--- config.mk ---
export PLATFORM = sky130hd
export DESIGN_NAME = iccm_loader
export DESIGN_NICKNAME = d
export VERILOG_FILES = /design/src/azadi_boot_pkg.sv /design/src/iccm_loader.sv
export SDC_FILE = /design/constraint.sdc
export NUM_CORES = 1
export LEC_CHECK = 0
export BUFFER_PORTS_ARGS = -buffer_cell sky130_fd_sc_hd__clkbuf_2
export CAP_MARGIN = 0
export CORE_ASPECT_RATIO = 1.1
export CORE_MARGIN = 1.5
export CORE_UTILIZATION = 48
export DETAILED_ROUTE_END_ITERATION = 8
export GPL_TIMING_DRIVEN = 0
export PLACE_DENSITY = 0.76
export SYNTH_ARGS = -nofsm -noshare
export SYNTH_HDL_FRONTEND = slang
export SYNTH_SLANG_ARGS = --single-unit
export TNS_END_PERCENT = 100
--- constraint.sdc ---
create_clock -name clock -period 2.6 [get_ports clock]
set_clock_uncertainty 0.15 [all_clocks]
set_input_delay 0.65 -clock clock [delete_from_list [all_inputs] [get_ports clock]]
set_output_delay 0.65 -clock clock [all_outputs]
set_load 0.01 [all_outputs]
--- src/azadi_boot_pkg.sv ---
package azadi_boot_pkg;

  // Instruction word geometry
  localparam int unsigned DATA_W         = 32;
  localparam int unsigned BYTE_W         = 8;
  localparam int unsigned BYTES_PER_WORD = DATA_W / BYTE_W;

  // Default ICCM depth is 4096 words
  localparam int unsigned DEFAULT_ICCM_AW = 12;

  // Serial bit time in clock cycles
  localparam int unsigned DEFAULT_CLKS_PER_BIT = 87;

  // Word that ends a program download, never written to the ICCM
  localparam logic [DATA_W-1:0] END_WORD = 32'h0000_0FFF;

  // One byte off the serial line
  typedef logic [BYTE_W-1:0] byte_t;

  // Same 32 bits seen as bytes while assembling and as a word once complete
  // Byte 0 is the least significant byte
  typedef union packed {
    byte_t [BYTES_PER_WORD-1:0] bytes;
    logic  [DATA_W-1:0]         word;
  } iccm_word_u;

endpackage

--- src/iccm_loader.sv ---
`timescale 1ns/1ps

module iccm_loader #(
  parameter int unsigned ICCM_AW = azadi_boot_pkg::DEFAULT_ICCM_AW
) (
  input  logic                              clock,
  input  logic                              reset_i,
  input  logic                              rx_valid_i,
  input  azadi_boot_pkg::byte_t             rx_byte_i,
  output logic                              wr_en_o,
  output logic [ICCM_AW-1:0]                wr_addr_o,
  output logic [azadi_boot_pkg::DATA_W-1:0] wr_data_o,
  output logic                              core_reset_o
);

  localparam int unsigned IDX_W = $clog2(azadi_boot_pkg::BYTES_PER_WORD);
  localparam logic [IDX_W-1:0] IDX_LAST = IDX_W'(azadi_boot_pkg::BYTES_PER_WORD - 1);

  logic [IDX_W-1:0]           byte_idx;
  azadi_boot_pkg::iccm_word_u word_q;
  azadi_boot_pkg::iccm_word_u word_next;
  logic                       load_done;
  logic                       byte_take;
  logic                       word_full;
  logic                       is_end;

  // Bytes are dropped once the end marker has been seen
  assign byte_take = rx_valid_i & ~load_done;
  assign word_full = byte_take & (byte_idx == IDX_LAST);

  // Word as it looks with the incoming byte dropped in place
  always_comb begin
    word_next                 = word_q;
    word_next.bytes[byte_idx] = rx_byte_i;
  end

  assign is_end = (word_next.word == azadi_boot_pkg::END_WORD);

  always_ff @(posedge clock) begin
    if (byte_take) begin
      word_q <= word_next;
    end
  end

  always_ff @(posedge clock) begin
    if (reset_i) begin
      byte_idx  <= '0;
      load_done <= 1'b0;
      wr_en_o   <= 1'b0;
      wr_addr_o <= '0;
    end else begin
      wr_en_o <= 1'b0;
      // Step to the next word once the current one is written
      if (wr_en_o) begin
        wr_addr_o <= wr_addr_o + 1'b1;
      end
      if (byte_take) begin
        byte_idx <= byte_idx + 1'b1;
      end
      if (word_full) begin
        if (is_end) begin
          load_done <= 1'b1;
        end else begin
          wr_en_o <= 1'b1;
        end
      end
    end
  end

  // word_q holds the full word in the write cycle, the next byte is a whole
  // frame away
  assign wr_data_o = word_q.word;

  // Core is held in reset with the system and until the program is in
  assign core_reset_o = reset_i | ~load_done;

endmodule

### Word-level counts from Yosys, hierarchy flattened

Index checks and enable logic that the tools add are counted.
Widths: inputs -> output; s select.

* logic and storage cells: 23
* bits in registers: 48
* output and inout port bits: 46
* input port bits: 11

* add/subtract/negate cells: 2
* bitwise logic cells: 5
* reduce and logical (&&, ||, !) cells: 3
* muxes and demuxes: 4
* equal/unequal tests: 2
* magnitude comparators: 2

Operators with widths (count)
* $bwmux 32: 1
* $eq 32x12->1 const B: 1
* $demux 8 s2: 1
* $add 12x1->12 const B: 1
* $mux 8: 1
* $lt 2x3->1 const B: 1
* $add 2x1->2 const B: 1
* $and 1x1->1: 2
* $eq 2x2->1 const B: 1
* $ge 2x1->1 const B: 1
* $not 1->1: 2
* $reduce_and 2->1: 1
* $reduce_or 2->1: 1
* $logic_and 1x1->1: 1
* $mux 1: 1
* $or 1x1->1: 1

### Depth between registers and ports, before layout

* depth after elaboration: 7
* gate-level depth with buffers: 8
* mapped depth without buffers: 7

### Worst setup path after synthesis

Ideal clock, no wire load.

* kind: in2reg
* start point: input port rx_valid_i
* end point: register load_done
* library setup time: 0.072 ns
* cell stages on the path: 4
* buffers on the path: 1
* slack: 0.072 ns
* data required time: 2.378 ns
* arrival time: 2.306 ns
* path through: nor2b_1 -> clkbuf_1 -> nand3b_1 -> o21ai_2

* word-level cells in the longest chain between the ends: 3

Ends and longest elaborated chain
* start: declaration: RTL line iccm_loader.sv:8 `input logic rx_valid_i,`
* $and 1x1->1: RTL line iccm_loader.sv:28 `assign byte_take = rx_valid_i & ~load_done;`
* net byte_take: RTL line iccm_loader.sv:23 `logic byte_take;`
* $and 1x1->1: RTL line iccm_loader.sv:29 `assign word_full = byte_take & (byte_idx == IDX_LAST);`
* $reduce_and 2->1 (no line)
* end signal: assignment: RTL line iccm_loader.sv:48 `load_done <= 1'b0;`
* end signal: assignment: RTL line iccm_loader.sv:62 `load_done <= 1'b1;`
* end: declaration: RTL line iccm_loader.sv:22 `logic load_done;`

The timed path passes the listed nets, and every way through them passes these cells.
A chain may end at the register's enable or synchronous reset.

### Worst setup path after layout

* start point: register byte_idx[1]
* end point: register wr_en_o

* word-level cells in the longest chain between the ends: 7
* elaborated cells between the ends (all ways): 12
* classes of those cells: 2 x order compare; 2 x eq/ne; 4 x mux; 2 x bitwise; 2 x reduce/logical

Ends and longest elaborated chain
* start: declaration: RTL line iccm_loader.sv:19 `logic [IDX_W-1:0] byte_idx;`
* start signal: assignment: RTL line iccm_loader.sv:58 `byte_idx <= byte_idx + 1'b1;`
* $lt 2x3->1 (not written as such) / $ge 2x1->1 (equally long branches): RTL line iccm_loader.sv:34 `word_next.bytes[byte_idx] = rx_byte_i;`
* $logic_and 1x1->1 (not written as such): RTL line iccm_loader.sv:34
* $mux 8 (not written as such): RTL line iccm_loader.sv:34
* $demux 8 s2: RTL line iccm_loader.sv:34
* $bwmux 32: RTL line iccm_loader.sv:34
* $eq 32x12->1: RTL line iccm_loader.sv:37 `assign is_end = (word_next.word == azadi_boot_pkg::END_WORD);`
* $mux 1: RTL line iccm_loader.sv:61 `if (is_end) begin`
* end signal: assignment: RTL line iccm_loader.sv:49 `wr_en_o <= 1'b0;`
* end signal: assignment: RTL line iccm_loader.sv:52 `wr_en_o <= 1'b0;`
* end signal: assignment: RTL line iccm_loader.sv:64 `wr_en_o <= 1'b1;`
* end: declaration: RTL line iccm_loader.sv:10 `output logic wr_en_o,`

Parallel ways exist; a longest one is shown, timed or not.

==> summary.txt <==
Worst hold path
  – Hold Path Class: flop to flop

Drt
  – Routed vias: 1,663
  – Routed vias/inst: 5.49
  – Initial DRC Count: 112
  – DRT antenna net count: 0
  – # DRC: 0
  – Wirelength per Cell: 16.1 um
  – Drt pass-1 iters: 4
  – Total Wirelength: 4870 um

Synth
  – Ys flop type: edfxtp_1
  – Post-Syn Nets: 199
  – Yosys warns: 0
  – Asr flop ratio synth: 0
  – Mean post-synth cell area: 12.7 um^2
  – Post-synthesis register bit count: 48
  – Post-synth top area cell: edfxtp_1
  – Synth area leaders: edfxtp_1, mux2_2, dfxtp_1
  – EDFF count, synth: 32
  – Sequential-to-total area share from yosys stat: 0.552
  – Mapped cell area: 2320 um^2
  – Yosys top cell area share: 0.414
  – Mapped Cells: 183
  – Synth unique cells: 35

Power and ir drop
  – Pwr Total: 0.00162 W
  – Switching part of the total power: 0.249
  – Switching pwr: 0.000401 W
  – LEAKAGE: 1.07 nW
  – Internal Power: 0.00121 W
  – Combinational share of power: 0.155
  – Clk pwr share: 0.279
  – Reg power frac: 0.566
  – Power density over cell area: 584 nW/um^2
  – Worst IR Drop VDD: 0.364 mV

Floorplanning
  – Die span in x: 69.3 um
  – Die area: 5260 um^2
  – Starting Density: 0.499
  – Height of the die: 76.0 um
  – Row cnt: 26
  – Total core area: 4650 um^2
  – I/O pin count: 57

STA
  – Slew @ Worst Pin: 871 ps
  – Max-slew violation count: 0
  – Final WS setup: 468 ps
  – Max-slew headroom: 0.419
  – RSZ-0062 raised after global routing: false
  – Crit share post-route: 0.820
  – Tmin final: 2130 ps
  – Final setup fails: 0
  – Hold Vio Cnt, Final: 0
  – Fmax: 469 MHz
  – Worst Hold Slack: 347 ps

Setup path
  – Max stage delay on crit path: 400 ps
  – Crit start category: flop
  – Largest fanout on the critical path: 10
  – Crit-path cells: inv_1 > ha_1 > buf_2 > a21oi_1 > a2111oi_2 > nand4_2 > nor2b_4
  – Crit. End Element: flop
  – CP max stage cell: a2111oi_2
  – Critical Path RT: 2640 ps
  – Critical Path AT: 2170 ps
  – WS Path Type: flop to flop

Layout
  – Fillcell total: 379
  – Area Overhead vs Synth: 19.0%
  – Diodes inserted: 0
  – Share of layout cells above drive strength 1: 0.441
  – Non-Filler Instances: 303
  – Nets@finish: 262

Global route
  – Initial antenna violation count: 0
  – Vias in the first global route: 1,524
  – GRT overflow: 0
  – Tot GR Track Use: 0.186
  – Largest net degree at the start of global routing: 37
  – First-pass GRT wire length: 7730 um

Place
  – Worst slack, placed: 352 ps
  – Detailed Place HPWL: 3440 um
  – DP Cell Count: 295
  – Routability cong.: 0.803
  – Port buffer count: 56

Clock tree
  – Clk pin slew, worst setup/hold paths: 80 ps
  – Post-CTS Setup Bufs: 0
  – Root buf cell: clkbuf_8
  – Max clock buf depth: 2
  – # hold bufs at CTS: 0
  – Cts bufs inserted: 5
  – Worst-skew pair later-pin latency: 300 ps
  – H-Tree Depth: 2
  – Clk sinks: 48
  – TritonCTS clock tree: built
  – Gates resized, CTS repair: 0

Run
  – Max Cap Viol: 0

Status
  – Status: completed
## sequential cells by signal (all words and copies together) (netlist names)
signal     cells
byte_idx       2
load_done      1
wr_addr_o     12
wr_data_o     32
wr_en_o        1
## power by group through the flow
stage	registers, W	clock network, W	logic [W]
2_1_floorplan	0.000947	0	0.000138
3_3_place_gp	0.000931	0	0.000242
3_5_place_dp	0.000933	0	0.000250
4_1_cts	0.000915	0.000462	0.000250
5_1_grt	0.000922	0.000493	0.000267
6_report	0.000915	0.000450	0.000250
## kinds of logic (layout without fill, tap and decap cells)
kind of cell / after synthesis / after routing / synth area share
simple gates: 60 / 60 / 0.140
flops: 48 / 48 / 0.552
mux: 36 / 36 / 0.175
compound gates: 16 / 16 / 0.0501
xor+xnor: 9 / 9 / 0.0339
buf+inv: 9 / 73 / 0.0221
fa+ha+maj: 5 / 5 / 0.0269
## worst paths after layout
| kind | from | endpoint | slack (ps) | depth (start not counted) |
|---|---|---|---|---|
| worst max-delay path | byte_idx[1] | wr_en_o | 470 | 7 |
| worst min-delay path | load_done | load_done | 350 | 2 |
| worst max register to register | byte_idx[1] | wr_en_o | 470 | 7 |
| worst min register to register | load_done | load_done | 350 | 2 |
## per-layer routing
layer  GRT usage  wire length [um]
met1       0.234              2120
met2       0.300              2340
met3      0.0559               317
met4      0.0725                92
met5           0                 0
## synthesized netlist by cell type (2+ instances only)
| cell | count |
|---|---|
| nor3_1 | 7 |
| nand3b_1 | 2 |
| nand4_1 | 5 |
| nor4_1 | 2 |
| a21oi_1 | 10 |
| mux2i_1 | 2 |
| nand3_1 | 3 |
| inv_1 | 3 |
| nor2_1 | 21 |
| xor2_1 | 6 |
| buf_2 | 2 |
| buf_6 | 2 |
| edfxtp_1 | 32 |
| o21ai_0 | 3 |
| or3_1 | 3 |
| mux2_2 | 33 |
| clkbuf_1 | 2 |
| nand4b_1 | 2 |
| ha_1 | 5 |
| dfxtp_1 | 16 |
| nand2_1 | 6 |
| xnor2_1 | 3 |
## layout by cell type, fill, tap and decap left out, types with 2 or more instances in the layout
master    netlist  routed
a21oi_1        10      10
buf_2           2       2
buf_6           2       2
clkbuf_1        2       3
clkbuf_2        0      57
clkbuf_8        0       6
dfxtp_1        16      16
edfxtp_1       32      32
ha_1            5       5
inv_1           3       3
mux2_2         33      33
mux2i_1         2       2
nand2_1         6       6
nand3_1         3       3
nand3b_1        2       2
nand4_1         5       5
nand4b_1        2       2
nor2_1         21      21
nor3_1          7       7
nor4_1          2       2
o21ai_0         3       3
or3_1           3       3
xnor2_1         3       3
xor2_1          6       6
## final cells by class
cell class | instances | area, um^2 | area share
tap | 56 | 70.1 | 0.0254
buffer | 6 | 41.3 | 0.0149
inverter | 3 | 11.3 | 0.00407
sequential | 48 | 1280 | 0.464
timing repair buffer | 56 | 280 | 0.101
clock buffer | 8 | 90.1 | 0.0326
multi-input combinational | 126 | 990 | 0.358
## metrics by stage
stage	area, um^2	utilization	setup TNS (ps)
floorplan	2320	-	0
global placement	2670	0.575	-8290
detailed placement	2670	0.575	0
CTS	2760	0.594	0
global route	2760	0.594	0
finish	2760	0.594	0
## critical path, delay by kind of cell, from the launching register on
kind	cells	cell delay (ps)
AO/OA/AOI/OAI	2	550
buffers and inverters	2	380
AND/OR/NAND/NOR	2	360
flip-flops	1	340
adder cells (fa/ha/maj)	1	260
Power figures use the tool's default switching activity.
