[config.mk]
export PLATFORM = sky130hd
export DESIGN_NAME = uart_byte_receiver
export DESIGN_NICKNAME = d
export VERILOG_FILES = /design/src/azadi_boot_pkg.sv /design/src/uart_byte_receiver.sv
export SDC_FILE = /design/constraint.sdc
export NUM_CORES = 1
export LEC_CHECK = 0
export BUFFER_PORTS_ARGS = -buffer_cell sky130_fd_sc_hd__buf_2
export CORE_MARGIN = 2
export CORE_UTILIZATION = 50
export DETAILED_ROUTE_END_ITERATION = 8
export GPL_ROUTABILITY_DRIVEN = 0
export PLACE_DENSITY = 0.7
export SKIP_LAST_GASP = 1
export SLEW_MARGIN = 20
export SYNTH_ARGS = -nofsm -noshare
export SYNTH_HDL_FRONTEND = slang
export SYNTH_SLANG_ARGS = --single-unit
[constraint.sdc]
create_clock -name clock -period 2.04 [get_ports clock]
set_clock_uncertainty 0.1 [all_clocks]
set_input_delay 0.102 -clock clock [delete_from_list [all_inputs] [get_ports clock]]
set_output_delay 0.102 -clock clock [all_outputs]
set_load 0.05 [all_outputs]
[src/azadi_boot_pkg.sv]
package azadi_boot_pkg;

  // Instruction word geometry
  localparam int unsigned DATA_W         = 32;
  localparam int unsigned BYTE_W         = 8;
  localparam int unsigned BYTES_PER_WORD = DATA_W / BYTE_W;

  // Default ICCM depth is 4096 words
  localparam int unsigned DEFAULT_ICCM_AW = 12;

  // Serial bit time in clock cycles
  localparam int unsigned DEFAULT_CLKS_PER_BIT = 87;

  // Word that ends a program download, never written to the ICCM
  localparam logic [DATA_W-1:0] END_WORD = 32'h0000_0FFF;

  // One byte off the serial line
  typedef logic [BYTE_W-1:0] byte_t;

  // Same 32 bits seen as bytes while assembling and as a word once complete
  // Byte 0 is the least significant byte
  typedef union packed {
    byte_t [BYTES_PER_WORD-1:0] bytes;
    logic  [DATA_W-1:0]         word;
  } iccm_word_u;

endpackage

[src/uart_byte_receiver.sv]
`timescale 1ns/1ps

module uart_byte_receiver #(
  parameter int unsigned CLKS_PER_BIT = azadi_boot_pkg::DEFAULT_CLKS_PER_BIT
) (
  input  logic                  clock,
  input  logic                  reset_i,
  input  logic                  rx_serial_i,
  output logic                  rx_valid_o,
  output azadi_boot_pkg::byte_t rx_byte_o
);

  localparam int unsigned CNT_W = (CLKS_PER_BIT > 1) ? $clog2(CLKS_PER_BIT) : 1;
  localparam int unsigned IDX_W = $clog2(azadi_boot_pkg::BYTE_W);

  // Last cycle of a bit, and the middle of the start bit
  localparam logic [CNT_W-1:0] CNT_LAST = CNT_W'(CLKS_PER_BIT - 1);
  localparam logic [CNT_W-1:0] CNT_HALF = CNT_W'((CLKS_PER_BIT - 1) / 2);
  localparam logic [IDX_W-1:0] IDX_LAST = IDX_W'(azadi_boot_pkg::BYTE_W - 1);

  localparam logic [1:0] ST_IDLE  = 2'd0;
  localparam logic [1:0] ST_START = 2'd1;
  localparam logic [1:0] ST_DATA  = 2'd2;
  localparam logic [1:0] ST_STOP  = 2'd3;

  logic                  rx_meta;
  logic                  rx_sync;
  logic [1:0]            state;
  logic [CNT_W-1:0]      bit_cnt;
  logic [IDX_W-1:0]      bit_idx;
  logic                  wait_high;
  logic                  sample_data;
  azadi_boot_pkg::byte_t shift_q;

  // Two-flop synchronizer, line idles high
  always_ff @(posedge clock) begin
    if (reset_i) begin
      rx_meta <= 1'b1;
      rx_sync <= 1'b1;
    end else begin
      rx_meta <= rx_serial_i;
      rx_sync <= rx_meta;
    end
  end

  assign sample_data = (state == ST_DATA) && (bit_cnt == CNT_LAST);

  always_ff @(posedge clock) begin
    if (reset_i) begin
      state      <= ST_IDLE;
      bit_cnt    <= '0;
      bit_idx    <= '0;
      wait_high  <= 1'b0;
      rx_valid_o <= 1'b0;
    end else begin
      rx_valid_o <= 1'b0;
      case (state)
        ST_IDLE: begin
          bit_cnt <= '0;
          bit_idx <= '0;
          // After a bad stop bit the line has to go high again first
          if (rx_sync) begin
            wait_high <= 1'b0;
          end else if (!wait_high) begin
            state <= ST_START;
          end
        end
        ST_START: begin
          if (bit_cnt == CNT_HALF) begin
            bit_cnt <= '0;
            // Low in mid start bit means a real start, else a glitch
            state   <= rx_sync ? ST_IDLE : ST_DATA;
          end else begin
            bit_cnt <= bit_cnt + 1'b1;
          end
        end
        ST_DATA: begin
          if (bit_cnt == CNT_LAST) begin
            bit_cnt <= '0;
            bit_idx <= bit_idx + 1'b1;
            if (bit_idx == IDX_LAST) begin
              state <= ST_STOP;
            end
          end else begin
            bit_cnt <= bit_cnt + 1'b1;
          end
        end
        ST_STOP: begin
          if (bit_cnt == CNT_LAST) begin
            bit_cnt <= '0;
            state   <= ST_IDLE;
            // Frame error drops the byte
            if (rx_sync) begin
              rx_valid_o <= 1'b1;
            end else begin
              wait_high <= 1'b1;
            end
          end else begin
            bit_cnt <= bit_cnt + 1'b1;
          end
        end
        default: state <= ST_IDLE;
      endcase
    end
  end

  // LSB arrives first, so shift in from the top
  always_ff @(posedge clock) begin
    if (sample_data) begin
      shift_q <= {rx_sync, shift_q[azadi_boot_pkg::BYTE_W-1:1]};
    end
  end

  assign rx_byte_o = shift_q;

endmodule
Yosys cells after proc, flatten, opt, wreduce, memory -nomap -nowiden
Index checks and enable logic that the tools add are counted.
{"block": "totals", "reg_bits": 24, "output_inout_bits": 9, "word_cells": 53}
{"block": "op_classes", "n_addsub": 2, "n_eq_ne": 14, "n_mux": 18, "bitwise": 2, "n_reduce_logical": 9}
{"operator": "$pmux 7 s3", "count": 1}
{"operator": "$mux 2", "count": 7}
{"operator": "$mux 7", "count": 2}
{"operator": "$ne 2x2->1 const B", "count": 6}
{"operator": "$pmux 2 s4", "count": 1}
{"operator": "$add 7x1->7 const B", "count": 1}
{"operator": "$eq 7x6->1 const B", "count": 1}
{"operator": "$eq 7x7->1 const B", "count": 1}
{"operator": "$pmux 3 s2", "count": 1}
{"operator": "$reduce_and 6->1", "count": 1}
{"operator": "$eq 2x2->1 const B", "count": 2}
{"operator": "$mux 1", "count": 4}
{"operator": "$ne 2x1->1 const B", "count": 2}
{"operator": "$reduce_and 4->1", "count": 1}
{"operator": "$reduce_bool 2->1", "count": 2}
{"operator": "$add 3x1->3 const B", "count": 1}
{"operator": "$eq 3x3->1 const B", "count": 1}
{"operator": "$mux 3", "count": 1}
{"operator": "$reduce_or 3->1", "count": 1}
{"operator": "$eq 2x1->1 const B", "count": 1}
{"operator": "$logic_not 2->1", "count": 1}
{"operator": "$not 1->1", "count": 2}
{"operator": "$pmux 1 s2", "count": 1}
{"operator": "$reduce_and 2->1", "count": 1}
{"operator": "2 further kinds", "count": 2}

Longest topological paths before layout
{"block": "depth", "ltp_word": 4, "depth_mapped": 6, "mapped_depth_nobuf": 6}

Least setup slack after synthesis
Ideal clock, no wire load.
{"block": "synth_path", "path_type": "flip-flop to flip-flop", "from": "reg bit_cnt[0]", "to": "reg shift_q[0], in the netlist rx_byte_o[0], enable pin", "setup_time_ns": 0.370, "arrival_time_ns": 1.261, "path_slack_ns": 0.309, "stages_incl_launch_ff": 6, "synth_period_minus_slack_ns": 1.731, "path_cell_list": "dfxtp_1 > inv_1 > ha_1 > and4b_1 > nand3b_2 > nor2_1"}
{"block": "synth_via", "elab_chain_cells": 2}
{"item": "from (decl)", "line_no": "uart_byte_receiver.sv:29", "rtl": "logic [CNT_W-1:0] bit_cnt;"}
{"item": "from (signal assigned)", "line_no": "uart_byte_receiver.sv:74", "rtl": "bit_cnt <= bit_cnt + 1'b1;"}
{"item": "from (signal assigned)", "line_no": "uart_byte_receiver.sv:85", "rtl": "bit_cnt <= bit_cnt + 1'b1;"}
{"item": "from (signal assigned)", "line_no": "uart_byte_receiver.sv:99", "rtl": "bit_cnt <= bit_cnt + 1'b1;"}
{"item": "$eq 7x7->1", "line_no": "uart_byte_receiver.sv:46", "rtl": "assign sample_data = (state == ST_DATA) && (bit_cnt == CNT_LAST);"}
{"item": "$logic_and 1x1->1", "line_no": "uart_byte_receiver.sv:46"}
{"item": "named net sample_data", "line_no": "uart_byte_receiver.sv:32", "rtl": "logic sample_data;"}
{"item": "to (signal assigned)", "line_no": "uart_byte_receiver.sv:110", "rtl": "shift_q <= {rx_sync, shift_q[azadi_boot_pkg::BYTE_W-1:1]};"}
{"item": "to (decl)", "line_no": "uart_byte_receiver.sv:33", "rtl": "azadi_boot_pkg::byte_t shift_q;"}
The timed path passes the listed nets, and every way through them passes these cells.
A chain may end at the register's enable or synchronous reset.

Worst setup path after layout
{"block": "layout_path", "from": "reg bit_cnt[0]", "to": "reg bit_cnt[3]"}
{"block": "layout_via", "elab_chain_cells": 3, "elab_cells_between_ends": 6, "cone_classes": "add/sub (1); eq/ne (2); mux (3)"}
{"item": "$add 7x1->7 (tied with other cells)", "line_no": "uart_byte_receiver.sv:74, uart_byte_receiver.sv:85, uart_byte_receiver.sv:99"}
{"item": "$mux 7 (on tied branches)", "line_no": "uart_byte_receiver.sv:78, uart_byte_receiver.sv:89, uart_byte_receiver.sv:69"}
{"item": "$pmux 7 s3 (*)", "line_no": "uart_byte_receiver.sv:57", "rtl": "case (state)"}
Mark *: on every way between the ends. The rest lies on a longest branch, timed or not.

==> impl_metrics.py <==
metrics = {
    "floorplan": {
        "core-area_mm2": 0.00178,
        "dieArea_mm2": 0.00233,
        "initial_utilization_pct": 54.9,
        "rows": 15,
        "die_h_um": 48.2,
        "die_w_um": 48.2,
        "boundaryPins": 12,
    },
    "flow_run": {
        "maxCapViolCount": 0,
    },
    "critical_path": {
        "setup.worst_path.start": "bit_cnt[0]$_SDFF_PP0_",
        "crit_slowest_cell": "nor4_1",
        "end_kind": "flip-flop",
        "r2r_start": "bit_cnt[0]$_SDFF_PP0_",
        "crit_family": "simple AND/OR/NAND/NOR gates",
        "max_stage_delay_ns": 0.42,
        "worstSetupStartpointType": "flip-flop",
        "required_ns": 2.14,
        "reg2reg_depth": 5,
        "cp_max_fo": 7,
        "critical_path_depth": 5,
        "cp_cell_sequence": "ha_1, nand2_1, nor4_1, a2bb2oi_2, nor2_1",
        "crit_type": "reg2reg",
        "cp.buffers_inverters": 0,
        "cp_data_arrival_time_ns": 1.86,
    },
    "global_routing": {
        "antenna_found_initial": 0,
        "grt_pass1_wl_um": 2640,
        "grt_use_total_pct": 16.3,
        "first_global_vias": 618,
        "gr-total-overflow": 0,
        "grt_start_max_net_pins": 16,
    },
    "finish": {
        "n_antenna_cell": 0,
        "drive_above_1_share_pct": 20.0,
        "areaGrowthSynthToFinish_pct": 15.9,
        "nets": 113,
        "fin_area_mm2": 0.00113,
        "filler_cell_count": 140,
        "fin_util_pct": 63.6,
    },
    "placed_design": {
        "numPortBuffers": 11,
        "dp_slack_ns": 0.294,
        "dp_hpwl_um": 1160,
        "place_area_mm2": 0.00106,
    },
    "yosys": {
        "synth_top_area_cell": "dfxtp_1",
        "async_reset_ff_share_pct": 0,
        "seq_area_frac_synth_pct": 57.3,
        "synth.ff_latch_count": 24,
        "synthCells": 90,
        "postSynthAreaPerCell_um2": 10.9,
        "synth_area_um2": 978,
        "synth_area_leaders": "dfxtp_1 33%, edfxtp_1 25%, ha_1 5.1%, nor2_1 5.0%, nand3_1 4.1%",
        "synth_edf_count": 8,
        "synthMostInstantiatedCell": "dfxtp_1",
        "ys_warn_count": 0,
        "synth-main-ff-cell": "dfxtp_1",
        "syn_nets": 97,
        "synthTopCellsByCount": "16 x dfxtp_1, 13 x nor2_1, 8 x edfxtp_1, 8 x nand3_1, 7 x nand2_1",
        "yosys.area.top_type_share_pct": 32.7,
        "synth.distinct_cells": 28,
    },
    "routing": {
        "vias": 684,
        "drt_iter0_drc": 9,
        "drc": 0,
        "wl_um": 1610,
        "via_per_inst": 5.26,
        "wl_per_cell_um": 12.4,
        "dr.pass1.iters": 4,
        "ant_nets": 0,
    },
    "clock_tree": {
        "cts_tree": "built",
        "clock_latency_ns": 0.30,
        "clock-sinks": 24,
        "h-tree-depth": 1,
        "cts-resized-gates": 0,
        "cts.reportedPaths.clkPinSlew_ns": 0.13,
        "cts_buffers": 3,
        "clockBufferDepth": 2,
        "cts-root-buf": "clkbuf_4",
    },
    "power_and_ir_drop": {
        "pwr_density_cell_mw_per_mm2": 749,
        "p_total_mw": 0.849,
        "p_leak_nw": 0.417,
        "ir_drop_mv": 0.444,
    },
    "timing": {
        "finalMaxSlewViolations": 0,
        "tns_ns": 0,
        "period_share_pct": 86.4,
        "worstMarginPinSlew_ns": 0.561,
        "hold_viol": 0,
        "worst_slack_ns": 0.277,
        "fmax_ghz": 0.567,
        "rsz0062_at_grt": "false",
        "setup_viol": 0,
        "period_minus_slack_ns": 1.76,
        "slew_headroom_pct": 62.3,
    },
    "status": {
        "status": "finished, final reports clean",
    },
    "worst_hold_path": {
        "hold_depth": 1,
        "hp-class": "reg2reg",
        "hold_start": "rx_meta$_SDFF_PP1_",
    },
}
[flip-flops by register name, indices dropped and copies added, names as in the netlist, named ones only]
signal,flops
rx_byte_o,8
bit_cnt,7
bit_idx,3
rx_meta,1
rx_sync,1
rx_valid_o,1
state,1
wait_high,1
[path summary, 6_finish.rpt]
kind	endpoint	slack, ns
setup reg to reg	bit_cnt[3]$_SDFF_PP0_	0.28
hold reg to reg	rx_sync$_SDFF_PP1_	0.33
setup / recovery	bit_cnt[3]$_SDFF_PP0_	0.28
hold / removal	rx_sync$_SDFF_PP1_	0.33
[metal layers]
| layer | vias to the layer above | track usage (%) | share of wire (%) |
|---|---|---|---|
| met5 | - | 0 | 0 |
| met4 | 0 | 6.49 | 1.0 |
| met3 | 2 | 3.33 | 2.5 |
| met2 | 11 | 26.1 | 48 |
| met1 | 322 | 21.5 | 49 |
| li1 | 349 | - | - |
[through the flow]
step,hold WS (ns),instances
6_report,0.330,130
2_1_floorplan,0.106,90
3_3_place_gp,0.189,124
5_1_grt,0.354,130
3_5_place_dp,0.194,124
4_1_cts,0.334,130
[kinds of logic after synthesis]
| kind of cell | after synthesis | synth area share (%) |
|---|---|---|
| DFF | 24 | 57.3 |
| buffers and inverters | 5 | 1.92 |
| xor gates and xnor gates | 5 | 4.48 |
| AOI/OAI and AO/OA | 8 | 6.78 |
| adders and majority gates | 4 | 5.12 |
| and+or+nand+nor | 44 | 24.4 |
[layout by cell type (no fill, tap or decap), drive strengths merged, types with 2 or more instances in the layout]
master and n:
or2 2, xor2 2, nand2 7, nor2 13, a31oi 3, clkbuf 3, nand4b 3, inv 2
buf 12, dfxtp 16, edfxtp 8, nand3 8, nand2b 2, ha 4, xnor2 3, dlygate4sd3 2
[final cells by class]
| type | instances | area (µm²) | share of cell area (%) |
|---|---|---|---|
| Clock buffer | 3 | 22.5 | 1.99 |
| Sequential cell | 24 | 561 | 49.4 |
| Clock inverter | 1 | 30.0 | 2.65 |
| Inverter | 2 | 7.51 | 0.662 |
| Timing Repair Buffer | 14 | 82.6 | 7.28 |
| Multi-Input combinational cell | 61 | 399 | 35.2 |
| Tap cell | 25 | 31.3 | 2.76 |
[timing repair]
| item | CTS | global route |
|---|---|---|
| endpoints found under the hold margin | 5 | 0 |
| hold buffers | 2 | 0 |
| buffers inserted | 0 | 0 |
[report_power, final]
group	switching, mW	internal [mW]
logic	0.00731	0.0102
registers	0.00548	0.494
clock network	0.134	0.198
Power figures use the tool's default switching activity.
